--- src/hw/cdr_pkg.sv ---
package cdr_pkg;

    // ------------------------------------------------------------
    // sample, interpolator and accumulator sizes
    // ------------------------------------------------------------
    localparam int NADC    = 8;         // adc sample width
    localparam int NTI     = 4;         // samples per group
    localparam int NPI     = 8;         // interpolator code width
    localparam int NOUT    = 2;         // interpolator outputs
    localparam int PERR_W  = NADC + 4;  // room for NTI pair terms of 2*2^(NADC-1)
    localparam int FREQ_W  = 20;
    localparam int PHASE_W = 24;

    localparam int CFG_AW  = 3;
    localparam int CFG_DW  = 32;

    // ------------------------------------------------------------
    // datapath types
    // ------------------------------------------------------------
    typedef logic signed [NADC-1:0]    adc_sample_t;
    typedef logic signed [PERR_W-1:0]  phase_err_t;
    typedef logic signed [FREQ_W-1:0]  freq_est_t;
    typedef logic        [PHASE_W-1:0] phase_acc_t;
    typedef logic        [NPI-1:0]     pi_code_t;
    typedef logic        [2:0]         gain_shift_t;   // left shift applied to the error
    typedef logic        [CFG_AW-1:0]  cfg_addr_t;
    typedef logic        [CFG_DW-1:0]  cfg_data_t;

    // anything not listed in the register map reads back as zero
    localparam cfg_addr_t ADDR_CTRL       = 3'd0;  // bit 0 freq est, bit 1 ext pi, bit 2 sample req
    localparam cfg_addr_t ADDR_GAIN       = 3'd1;  // kp in 2:0, ki in 6:4
    localparam cfg_addr_t ADDR_PD_OFFSET  = 3'd2;
    localparam cfg_addr_t ADDR_EXT_PI     = 3'd3;
    localparam cfg_addr_t ADDR_SNAP_PHASE = 3'd4;
    localparam cfg_addr_t ADDR_SNAP_FREQ  = 3'd5;

    // the snapshot machine makes one capture per rising edge of sample_req
    typedef enum logic [1:0] {
        SNAP_SAMPLE,
        SNAP_WAIT,
        SNAP_READY
    } snap_state_t;

endpackage

--- src/hw/mm_pd.sv ---
`timescale 1ns/1ps

module mm_pd import cdr_pkg::*; (
    input  logic        clk,
    input  logic        ext_rstb,
    input  adc_sample_t din_i [NTI],
    input  phase_err_t  pd_offset_i,
    output phase_err_t  pd_err_o
);

    adc_sample_t last_q;         // newest sample of the previous group
    adc_sample_t seq [NTI+1];    // last_q followed by the current group in oldest first order
    phase_err_t  err_d;
    phase_err_t  pd_err_q;

    always_comb begin
        seq[0] = last_q;
        for (int i = 0; i < NTI; i++) begin
            seq[i+1] = din_i[i];
        end
    end

    // ------------------------------------------------------------
    // mueller-muller error sums sgn(p)*c - sgn(c)*p over adjacent pairs
    // ------------------------------------------------------------
    always_comb begin
        phase_err_t sum;
        phase_err_t p_ext;
        phase_err_t c_ext;
        phase_err_t term_a;
        phase_err_t term_b;
        sum = '0;
        for (int k = 0; k < NTI; k++) begin
            p_ext  = phase_err_t'(seq[k]);               // sign extends to PERR_W
            c_ext  = phase_err_t'(seq[k+1]);
            term_a = seq[k][NADC-1]   ? -c_ext : c_ext;  // zero counts as positive
            term_b = seq[k+1][NADC-1] ? -p_ext : p_ext;
            sum    = sum + term_a - term_b;
        end
        err_d = sum - pd_offset_i;
    end

    always_ff @(posedge clk or negedge ext_rstb) begin
        if (!ext_rstb) begin
            last_q   <= '0;
            pd_err_q <= '0;
        end else begin
            last_q   <= din_i[NTI-1];
            pd_err_q <= err_d;
        end
    end

    assign pd_err_o = pd_err_q;

endmodule

--- src/hw/cdr_loop_filter.sv ---
`timescale 1ns/1ps

module cdr_loop_filter import cdr_pkg::*; (
    input  logic        clk,
    input  logic        ext_rstb,
    input  phase_err_t  pd_err_i,
    input  gain_shift_t kp_i,
    input  gain_shift_t ki_i,
    input  logic        en_freq_est_i,
    input  logic        en_ext_pi_i,
    input  pi_code_t    ext_pi_i,
    input  logic        sample_req_i,
    output pi_code_t    pi_ctl_o [NOUT],
    output logic        freq_lvl_cross_o,
    output phase_acc_t  snap_phase_o,
    output freq_est_t   snap_freq_o
);

    phase_acc_t  phase_q;
    phase_acc_t  phase_next;
    freq_est_t   freq_q;
    freq_est_t   freq_next;
    freq_est_t   prev_freq_next_q;   // last cycle's update feeds the crossing flag
    freq_est_t   err_f;
    logic signed [PHASE_W-1:0] err_p;
    logic signed [PHASE_W-1:0] freq_p;
    pi_code_t    pi_int;
    snap_state_t snap_state;

    // ------------------------------------------------------------
    // second order loop
    // ------------------------------------------------------------
    assign err_f  = freq_est_t'(pd_err_i);   // sign extend into the integrator width
    assign err_p  = PHASE_W'(pd_err_i);
    assign freq_p = PHASE_W'(freq_q);

    always_comb begin
        freq_next  = en_freq_est_i ? (freq_q + (err_f << ki_i)) : '0;
        // proportional path and old frequency both wrap at PHASE_W
        phase_next = phase_q + phase_acc_t'(err_p << kp_i) + phase_acc_t'(freq_p);
    end

    always_ff @(posedge clk or negedge ext_rstb) begin
        if (!ext_rstb) begin
            phase_q          <= '0;
            freq_q           <= '0;
            prev_freq_next_q <= '0;
            freq_lvl_cross_o <= 1'b0;
        end else begin
            phase_q          <= phase_next;
            freq_q           <= freq_next;
            prev_freq_next_q <= freq_next;
            freq_lvl_cross_o <= (freq_next > prev_freq_next_q);
        end
    end

    // interpolator code is the top of the phase accumulator
    assign pi_int = phase_q[PHASE_W-1 -: NPI];

    always_comb begin
        for (int k = 0; k < NOUT; k++) begin
            pi_ctl_o[k] = en_ext_pi_i ? ext_pi_i : pi_int;
        end
    end

    // ------------------------------------------------------------
    // snapshot of the loop state
    // ------------------------------------------------------------
    always_ff @(posedge clk or negedge ext_rstb) begin
        if (!ext_rstb) begin
            snap_state   <= SNAP_WAIT;
            snap_phase_o <= '0;
            snap_freq_o  <= '0;
        end else begin
            case (snap_state)
                SNAP_SAMPLE: begin
                    snap_phase_o <= phase_q;
                    snap_freq_o  <= freq_next;
                    snap_state   <= SNAP_WAIT;
                end
                SNAP_WAIT: begin
                    // arm only once the request bit has gone low again
                    if (!sample_req_i) begin
                        snap_state <= SNAP_READY;
                    end
                end
                SNAP_READY: begin
                    if (sample_req_i) begin
                        snap_state <= SNAP_SAMPLE;
                    end
                end
                default: snap_state <= SNAP_WAIT;
            endcase
        end
    end

endmodule

--- src/hw/cdr_cfg_regs.sv ---
`timescale 1ns/1ps

module cdr_cfg_regs import cdr_pkg::*; (
    input  logic        clk,
    input  logic        ext_rstb,
    input  logic        cfg_we_i,
    input  cfg_addr_t   cfg_addr_i,
    input  cfg_data_t   cfg_wdata_i,
    input  phase_acc_t  snap_phase_i,
    input  freq_est_t   snap_freq_i,
    output cfg_data_t   cfg_rdata_o,
    output gain_shift_t kp_o,
    output gain_shift_t ki_o,
    output logic        en_freq_est_o,
    output logic        en_ext_pi_o,
    output pi_code_t    ext_pi_o,
    output logic        sample_req_o,
    output phase_err_t  pd_offset_o
);

    gain_shift_t kp_q;
    gain_shift_t ki_q;
    logic        en_freq_est_q;
    logic        en_ext_pi_q;
    logic        sample_req_q;
    pi_code_t    ext_pi_q;
    phase_err_t  pd_offset_q;

    cfg_data_t   pd_offset_ext;
    cfg_data_t   snap_phase_ext;
    cfg_data_t   snap_freq_ext;

    // ------------------------------------------------------------
    // write decode
    // ------------------------------------------------------------
    always_ff @(posedge clk or negedge ext_rstb) begin
        if (!ext_rstb) begin
            kp_q          <= '0;
            ki_q          <= '0;
            en_freq_est_q <= 1'b0;
            en_ext_pi_q   <= 1'b0;
            sample_req_q  <= 1'b0;
            ext_pi_q      <= '0;
            pd_offset_q   <= '0;
        end else if (cfg_we_i) begin
            case (cfg_addr_i)
                ADDR_CTRL: begin
                    en_freq_est_q <= cfg_wdata_i[0];
                    en_ext_pi_q   <= cfg_wdata_i[1];
                    sample_req_q  <= cfg_wdata_i[2];
                end
                ADDR_GAIN: begin
                    kp_q <= cfg_wdata_i[2:0];
                    ki_q <= cfg_wdata_i[6:4];
                end
                ADDR_PD_OFFSET: pd_offset_q <= cfg_wdata_i[PERR_W-1:0];
                ADDR_EXT_PI:    ext_pi_q    <= cfg_wdata_i[NPI-1:0];
                default: ;      // snapshots are read only
            endcase
        end
    end

    // ------------------------------------------------------------
    // read mux
    // ------------------------------------------------------------
    assign pd_offset_ext  = {{(CFG_DW-PERR_W){pd_offset_q[PERR_W-1]}}, pd_offset_q};
    assign snap_phase_ext = {{(CFG_DW-PHASE_W){1'b0}}, snap_phase_i};
    assign snap_freq_ext  = {{(CFG_DW-FREQ_W){snap_freq_i[FREQ_W-1]}}, snap_freq_i};

    always_comb begin
        cfg_rdata_o = '0;
        case (cfg_addr_i)
            ADDR_CTRL: begin
                cfg_rdata_o[0] = en_freq_est_q;
                cfg_rdata_o[1] = en_ext_pi_q;
                cfg_rdata_o[2] = sample_req_q;
            end
            ADDR_GAIN: begin
                cfg_rdata_o[2:0] = kp_q;
                cfg_rdata_o[6:4] = ki_q;
            end
            ADDR_PD_OFFSET:  cfg_rdata_o = pd_offset_ext;
            ADDR_EXT_PI:     cfg_rdata_o[NPI-1:0] = ext_pi_q;
            ADDR_SNAP_PHASE: cfg_rdata_o = snap_phase_ext;
            ADDR_SNAP_FREQ:  cfg_rdata_o = snap_freq_ext;
            default:         cfg_rdata_o = '0;
        endcase
    end

    assign kp_o          = kp_q;
    assign ki_o          = ki_q;
    assign en_freq_est_o = en_freq_est_q;
    assign en_ext_pi_o   = en_ext_pi_q;
    assign sample_req_o  = sample_req_q;
    assign ext_pi_o      = ext_pi_q;
    assign pd_offset_o   = pd_offset_q;

endmodule

--- src/hw/mm_cdr_top.sv ---
`timescale 1ns/1ps

module mm_cdr_top import cdr_pkg::*; (
    input  logic        clk,
    input  logic        ext_rstb,
    input  adc_sample_t din_i [NTI],   // one group per cycle, sample 0 oldest
    input  logic        cfg_we_i,
    input  cfg_addr_t   cfg_addr_i,
    input  cfg_data_t   cfg_wdata_i,
    output cfg_data_t   cfg_rdata_o,
    output pi_code_t    pi_ctl_o [NOUT],
    output logic        freq_lvl_cross_o
);

    phase_err_t  pd_err;
    phase_err_t  pd_offset;
    gain_shift_t kp;
    gain_shift_t ki;
    logic        en_freq_est;
    logic        en_ext_pi;
    logic        sample_req;
    pi_code_t    ext_pi;
    phase_acc_t  snap_phase;
    freq_est_t   snap_freq;

    mm_pd u_pd (
        .clk         (clk),
        .ext_rstb    (ext_rstb),
        .din_i       (din_i),
        .pd_offset_i (pd_offset),
        .pd_err_o    (pd_err)
    );

    cdr_loop_filter u_loop (
        .clk              (clk),
        .ext_rstb         (ext_rstb),
        .pd_err_i         (pd_err),
        .kp_i             (kp),
        .ki_i             (ki),
        .en_freq_est_i    (en_freq_est),
        .en_ext_pi_i      (en_ext_pi),
        .ext_pi_i         (ext_pi),
        .sample_req_i     (sample_req),
        .pi_ctl_o         (pi_ctl_o),
        .freq_lvl_cross_o (freq_lvl_cross_o),
        .snap_phase_o     (snap_phase),
        .snap_freq_o      (snap_freq)
    );

    cdr_cfg_regs u_regs (
        .clk           (clk),
        .ext_rstb      (ext_rstb),
        .cfg_we_i      (cfg_we_i),
        .cfg_addr_i    (cfg_addr_i),
        .cfg_wdata_i   (cfg_wdata_i),
        .snap_phase_i  (snap_phase),
        .snap_freq_i   (snap_freq),
        .cfg_rdata_o   (cfg_rdata_o),
        .kp_o          (kp),
        .ki_o          (ki),
        .en_freq_est_o (en_freq_est),
        .en_ext_pi_o   (en_ext_pi),
        .ext_pi_o      (ext_pi),
        .sample_req_o  (sample_req),
        .pd_offset_o   (pd_offset)
    );

endmodule

--- config.mk ---
export PLATFORM = sky130hd
export DESIGN_NAME = mm_cdr_top
export DESIGN_NICKNAME = d
export VERILOG_FILES = /design/src/hw/cdr_pkg.sv /design/src/hw/mm_pd.sv /design/src/hw/cdr_loop_filter.sv /design/src/hw/cdr_cfg_regs.sv /design/src/hw/mm_cdr_top.sv
export SDC_FILE = /design/constraint.sdc
export NUM_CORES = 1
export LEC_CHECK = 0
export ABC_AREA = 1
export BUFFER_PORTS_ARGS = -buffer_cell sky130_fd_sc_hd__buf_4
export CAP_MARGIN = 40
export CORE_MARGIN = 4
export CORE_UTILIZATION = 37
export CTS_CLUSTER_DIAMETER = 150
export DETAILED_ROUTE_END_ITERATION = 10
export MAX_ROUTING_LAYER = met4
export SYNTH_ARGS = -nofsm -noshare
export SYNTH_HDL_FRONTEND = slang
export SYNTH_SLANG_ARGS = --single-unit
--- constraint.sdc ---
create_clock -name clk -period 4.65 [get_ports clk]
set_input_delay 0.465 -clock clk [delete_from_list [all_inputs] [get_ports clk]]
set_output_delay 0.465 -clock clk [all_outputs]
set_load 0.1 [all_outputs]
==> results of run 1 <==
## worst max-delay path, delay by kind of cell, from the launching register on
| kind | cells | cell delay [ns] |
|---|---|---|
| AOI/OAI and AO/OA | 1 | 0.14 |
| buffers and inverters | 25 | 3.02 |
| DFF | 1 | 0.43 |
| and+or+nand+nor | 12 | 0.94 |
## logic make-up (layout without fill, tap and decap cells)
family | after synthesis | in the layout | synth area share (%)
simple gates | 603 | 603 | 19.49
compound gates | 366 | 366 | 15.13
buf+inv | 365 | 604 | 11.08
fa+ha+maj | 181 | 181 | 22.84
flops | 140 | 140 | 26.68
xor+xnor | 59 | 59 | 3.934
mux | 11 | 11 | 0.8572
## timing repair
action | in CTS | in global routing
resized for setup | 31 | 59
setup buffers | 24 | 6
endpoints found under the setup margin | 4 | 7
pin swaps | 33 | 47
## state kept, by name (all words and copies together) (netlist names), 2 cells and up
name	count
u_regs.pd_offset_o	12
u_regs.ext_pi_o	8
u_regs.kp_o	3
u_loop.snap_phase_o	24
u_loop.snap_state	2
u_loop.freq_q	20
u_loop.snap_freq_o	20
u_loop.phase_q	24
u_pd.last_q	8
u_pd.pd_err_o	12
u_regs.ki_o	3
## cell type report
class | count | area [um^2]
clock buffer | 21 | 460.4
sequential | 140 | 3506
fill | 3450 | 18350
timing repair buffer | 265 | 2054
tap | 455 | 569.3
multi-input combinational | 1220 | 8584
clock inverter | 11 | 120.1
inverter | 307 | 1157
## cells in the mapped netlist (15+ instances only)
library cell | number | area, um^2
nand2_1 | 388 | 1456
buf_4 | 15 | 112.6
ha_1 | 83 | 1039
o21ai_0 | 214 | 1071
xor2_1 | 37 | 324.1
xnor2_1 | 22 | 192.7
nand3_1 | 52 | 260.3
dfrtp_1 | 139 | 3478
fa_1 | 98 | 1962
nor3_1 | 18 | 90.09
a21oi_1 | 93 | 465.5
nor2_1 | 92 | 345.3
inv_1 | 298 | 1119
clkbuf_1 | 37 | 138.9
## routing by layer
layer,up-vias,wire length [um],GRT usage [%]
met5,-,0,-
met4,0,1178,6.620
met3,59,1436,2.615
met2,263,20250,36.80
met1,5704,17460,26.98
li1,5935,-,-
## per-stage QoR
step / hold slack (ns) / instances / setup WS [ns] / utilization (%)
2_1_floorplan: 0.1694 / 1725 / -0.01617 / -
3_3_place_gp: 0.4656 / 2357 / -0.4103 / 43.91
3_5_place_dp: 0.4735 / 2358 / -0.4457 / 43.95
4_1_cts: 0.05134 / 2413 / 0.001972 / 46.49
5_1_grt: 0.06993 / 2419 / -0.1804 / 47.28
6_report: 0.02155 / 2419 / 0.007596 / 47.28
## final timing paths
kind / start / cells past startpoint / slack (ns) / end
max: u_pd.last_q[2] / 38 / 0.008 / u_pd.pd_err_o[11]
min: ext_rstb / 1 / 0.02 / u_loop.freq_q[16]
max reg2reg: u_pd.last_q[2] / 38 / 0.008 / u_pd.pd_err_o[11]
min reg2reg: u_regs.pd_offset_o[6] / 2 / 0.48 / u_regs.pd_offset_o[6]
max in group asynchronous: ext_rstb / 2 / 3.57 / u_loop.snap_freq_o[8]
min in group clk: din_i[6] / 1 / 0.16 / u_pd.last_q[6]
==> results.yml, run 1 <==
drt:
  drt-initial-drc-count: 732
  dr.pass1.iters: 5
  routedWlPerCell_um: 16.67
  detail-route-antenna-nets: 0
  routed_via_density: 4.945
  vias: 11961
  drc: 0
  wirelength_mm: 40.32
layout:
  area_growth_pct: 25.24
  finalNetCount: 2202
  diodes: 0
  layout_commonest_cell: "nand2_1"
  final_cell_mix: "nand2_1 (380), inv_1 (285), buf_4 (258), o21ai_0 (206), dfrtp_1 (138)"
  drive_above_1_share_pct: 21.69
  fin_area_mm2: 0.01645
floorplan:
  die_h_um: 196.4
  die_w_um: 196.4
  die_area_mm2: 0.03858
  placementRows: 68
  core_mm2: 0.03480
  start_util_pct: 37.75
  ios: 119
clocking:
  hold_buffers: 0
  cts.path.max_buffers: 2
  clk_latency_ns: 0.44
  clockRootBuffer: "clkbuf_16"
  htreeDepth: 4
  cts-buffers-inserted: 17
  clk_pin_slew_worst_paths_ns: 0.07
  cts_tree: "built"
  clkSinkCount: 140
global_route:
  grt_max_degree: 65
  grt_usage_pct: 21.58
  grt_antenna_before_repair: 0
  grt_pass1_vias: 12216
  grt_pass1_wl_mm: 64.10
  overflow: 0
synthesis:
  synth_cell_types: 58
  ys_ff_latch: 140
  synth_edf_count: 0
  syn_inst: 1725
  yosysWarnings: 0
  synth_area_mm2: 0.01314
  async_reset_ff_share_pct: 100.0
  synth-seq-area-share_pct: 26.68
  synth.avg_cell_area_um2: 7.615
  synthFlopType: "dfrtp_1"
  synth_nets: 1976
sta:
  rsz0062_at_grt: "true"
  fin_crit_sh_pct: 99.84
  finalSetupViolCount: 0
  worst_pin_slew_ns: 0.7708
  slew_viol_final: 0
  fmax_mhz: 215.4
  slew_headroom_pct: 48.22
  finalCriticalPeriod_ns: 4.642
  timing_hold_violations_final: 0
  fin_tns_setup_ns: 0
  skew_ns: 0.01473
place:
  dpl_cell_area_mm2: 0.01529
  io_buffers: 98
  gp_congestion: 0.9331
  place_hpwl_mm: 32.72
worst_setup_path:
  endpoint_kind: "register"
  crit_arrival_ns: 4.97
  cpMostUsedCell: "buf_4"
  slowest_delay_ns: 0.43
  cp_data_required_time_ns: 4.97
  critPathMaxFanout: 3
  cpMaxStageDelayCell: "dfrtp_1"
  path_class: "reg -> reg"
  cp-start-kind: "register"
run:
  maxCapViolCount: 0
outcome:
  status: "complete, no violations"
min_path:
  hp-class: "in -> async"
Power of run 1 is not shown: default switching activity piles up to over one toggle a cycle in this logic, so the estimate is an artifact.
==> run 2: changes to the inputs <==
--- a/config.mk
+++ b/config.mk
@@ -6,7 +6,7 @@
 export NUM_CORES = 1
 export LEC_CHECK = 0
 export ABC_AREA = 1
-export BUFFER_PORTS_ARGS = -buffer_cell sky130_fd_sc_hd__buf_4
+export BUFFER_PORTS_ARGS = -buffer_cell sky130_fd_sc_hd__buf_2
 export CAP_MARGIN = 40
 export CORE_MARGIN = 4
 export CORE_UTILIZATION = 37
==> run 2 against run 1 <==
Register-to-register slack worse by 0.02 ns. Wire length decreased by 2.9%. Highest routed layer unchanged. Setup slack worse by 0.017 ns. Flip-flop and latch count unchanged. Critical path type unchanged. The run now ends with setup timing left. Non-clock buffer count is 22 lower. Hold slack better by 0.027 ns. Via count is 1.4% lower.
==> results.yml, run 2 (synthesis gave the netlist of run 1 again) <==
outcome:
  status: "finished with violations"
  violations: "setup timing"
sta:
  slew_viol_final: 0
  finalCriticalPeriod_ns: 4.659
  worst_pin_slew_ns: 0.8491
  slew_headroom_pct: 43.18
  rsz0062_at_grt: "true"
  fin_crit_sh_pct: 100.2
  fin_ws_ns: -0.009416
  fmax_mhz: 214.6
  finalSetupViolCount: 1
  whs_ns: 0.04833
  timing_hold_violations_final: 0
  skew_ns: 0.01886
floorplan:
  die_w_um: 196.4
  start_util_pct: 37.75
  die_h_um: 196.4
  placementRows: 68
  ios: 119
  core_mm2: 0.03480
  die_area_mm2: 0.03858
worst_setup_path:
  crit_arrival_ns: 4.98
  cp-startpoint: "u_pd.last_q[1]"
  critPathMaxFanout: 3
  endpoint_kind: "register"
  cp_data_required_time_ns: 4.97
  path_class: "reg -> reg"
  regToRegStartpoint: "u_pd.last_q[1]"
  cp-start-kind: "register"
drt:
  wirelength_mm: 39.17
  detail-route-antenna-nets: 0
  routedWlPerCell_um: 16.34
  vias: 11793
  drt-initial-drc-count: 558
  drc: 0
  routed_via_density: 4.920
  dr.pass1.iters: 7
global_route:
  use_met1_pct: 26.19
  overflow: 0
  met2_usage_pct: 36.58
  grt_pass1_wl_mm: 62.95
  grt_antenna_before_repair: 0
  top_usage_layer: "met2"
  grt_pass1_vias: 11916
  grt_usage_pct: 21.04
  grt_max_degree: 65
  grt_use_met3_pct: 2.581
clocking:
  clkSinkCount: 140
  clk_latency_ns: 0.44
  cts_tree: "built"
  clk_pin_slew_worst_paths_ns: 0.07
  clockRootBuffer: "clkbuf_16"
  cts-buffers-inserted: 17
  cts.path.max_buffers: 2
  htreeDepth: 4
  hold_buffers: 0
layout:
  top_regs: "u_loop.phase_q: 24 flops, u_loop.snap_phase_o: 24 flops"
  fill_cells: 3516
  final_cell_mix: "nand2_1 (383), inv_1 (289), o21ai_0 (209), buf_4 (142), dfrtp_1 (137)"
  multiInputGateArea_mm2: 0.008464
  diodes: 0
  regArea_mm2: 0.003507
  layout_commonest_cell: "nand2_1"
  area_growth_pct: 21.25
  final_util_pct: 45.77
  drive_above_1_share_pct: 19.46
  finalNetCount: 2180
place:
  place_hpwl_mm: 32.44
  gp_congestion: 0.8866
  io_buffers: 98
run:
  maxCapViolCount: 0
min_path:
  hp-class: "in -> async"
## run 2: critical path, stage by stage, from the launching register on
cell and delay [ns]:
dfrtp_1 0.40, inv_2 0.09, ha_4 0.14, inv_4 0.04, nor3_4 0.18, nand2_2 0.08, or2_4 0.25, a21oi_4 0.15
buf_6 0.11, fa_1 0.40, inv_1 0.09, fa_1 0.44, fa_1 0.48, fa_1 0.55, inv_2 0.05, ha_4 0.27
inv_2 0.04, nor3_2 0.20, nand3_1 0.13, o2111ai_2 0.10, nand3b_1 0.13, nand2_1 0.06, inv_1 0.05, nand2_1 0.04
nand2_1 0.05, inv_1 0.03
## run 2: timing repair
item,CTS,global route
gates resized for setup,25,34
pin swaps,27,19
setup buffers,1,3
endpoints found under the setup margin,4,7
gates cloned,0,0
## run 2: layout make-up
| cell class | count | share of cell area (%) |
|---|---|---|
| clock buffers | 19 | 2.718 |
| inverters | 307 | 7.266 |
| clock inverters | 13 | 1.178 |
| repair buffers | 243 | 10.10 |
| flip-flops and latches | 140 | 22.02 |
| well taps | 455 | 3.574 |
| multi-input cells | 1220 | 53.14 |
## run 2: worst paths after layout
check	endpoint	slack, ns	cells past startpoint
min in group clk	u_pd.last_q[6]	0.18	1
max in group asynchronous	u_regs.ki_o[1]	3.49	2
min	u_loop.freq_q[15]	0.05	1
max	u_pd.pd_err_o[11]	-0.009	25
max reg2reg	u_pd.pd_err_o[11]	-0.009	25
min reg2reg	u_regs.pd_offset_o[4]	0.49	2
## run 2: through the flow
step | std cells | TNS, ns | area, um^2 | setup slack [ns]
global route | 2397 | -0.4802 | 15930 | -0.2392
floorplan | 1725 | -0.01617 | 13200 | -0.01617
CTS | 2394 | -0.05786 | 15770 | -0.05786
finish | 2397 | -0.009416 | 15930 | -0.009416
global placement | 2361 | -1.357 | 15040 | -0.4429
detailed placement | 2362 | -1.733 | 15060 | -0.5857
## run 2: metal layers
layer	wire length [um]	up-vias	part of all wire, %
met2	19840	240	51
met3	1211	57	3.1
li1	-	5900	-
met4	940	0	2.4
met1	17180	5596	44
met5	0	-	0
Power of run 2 is left out for the same reason.
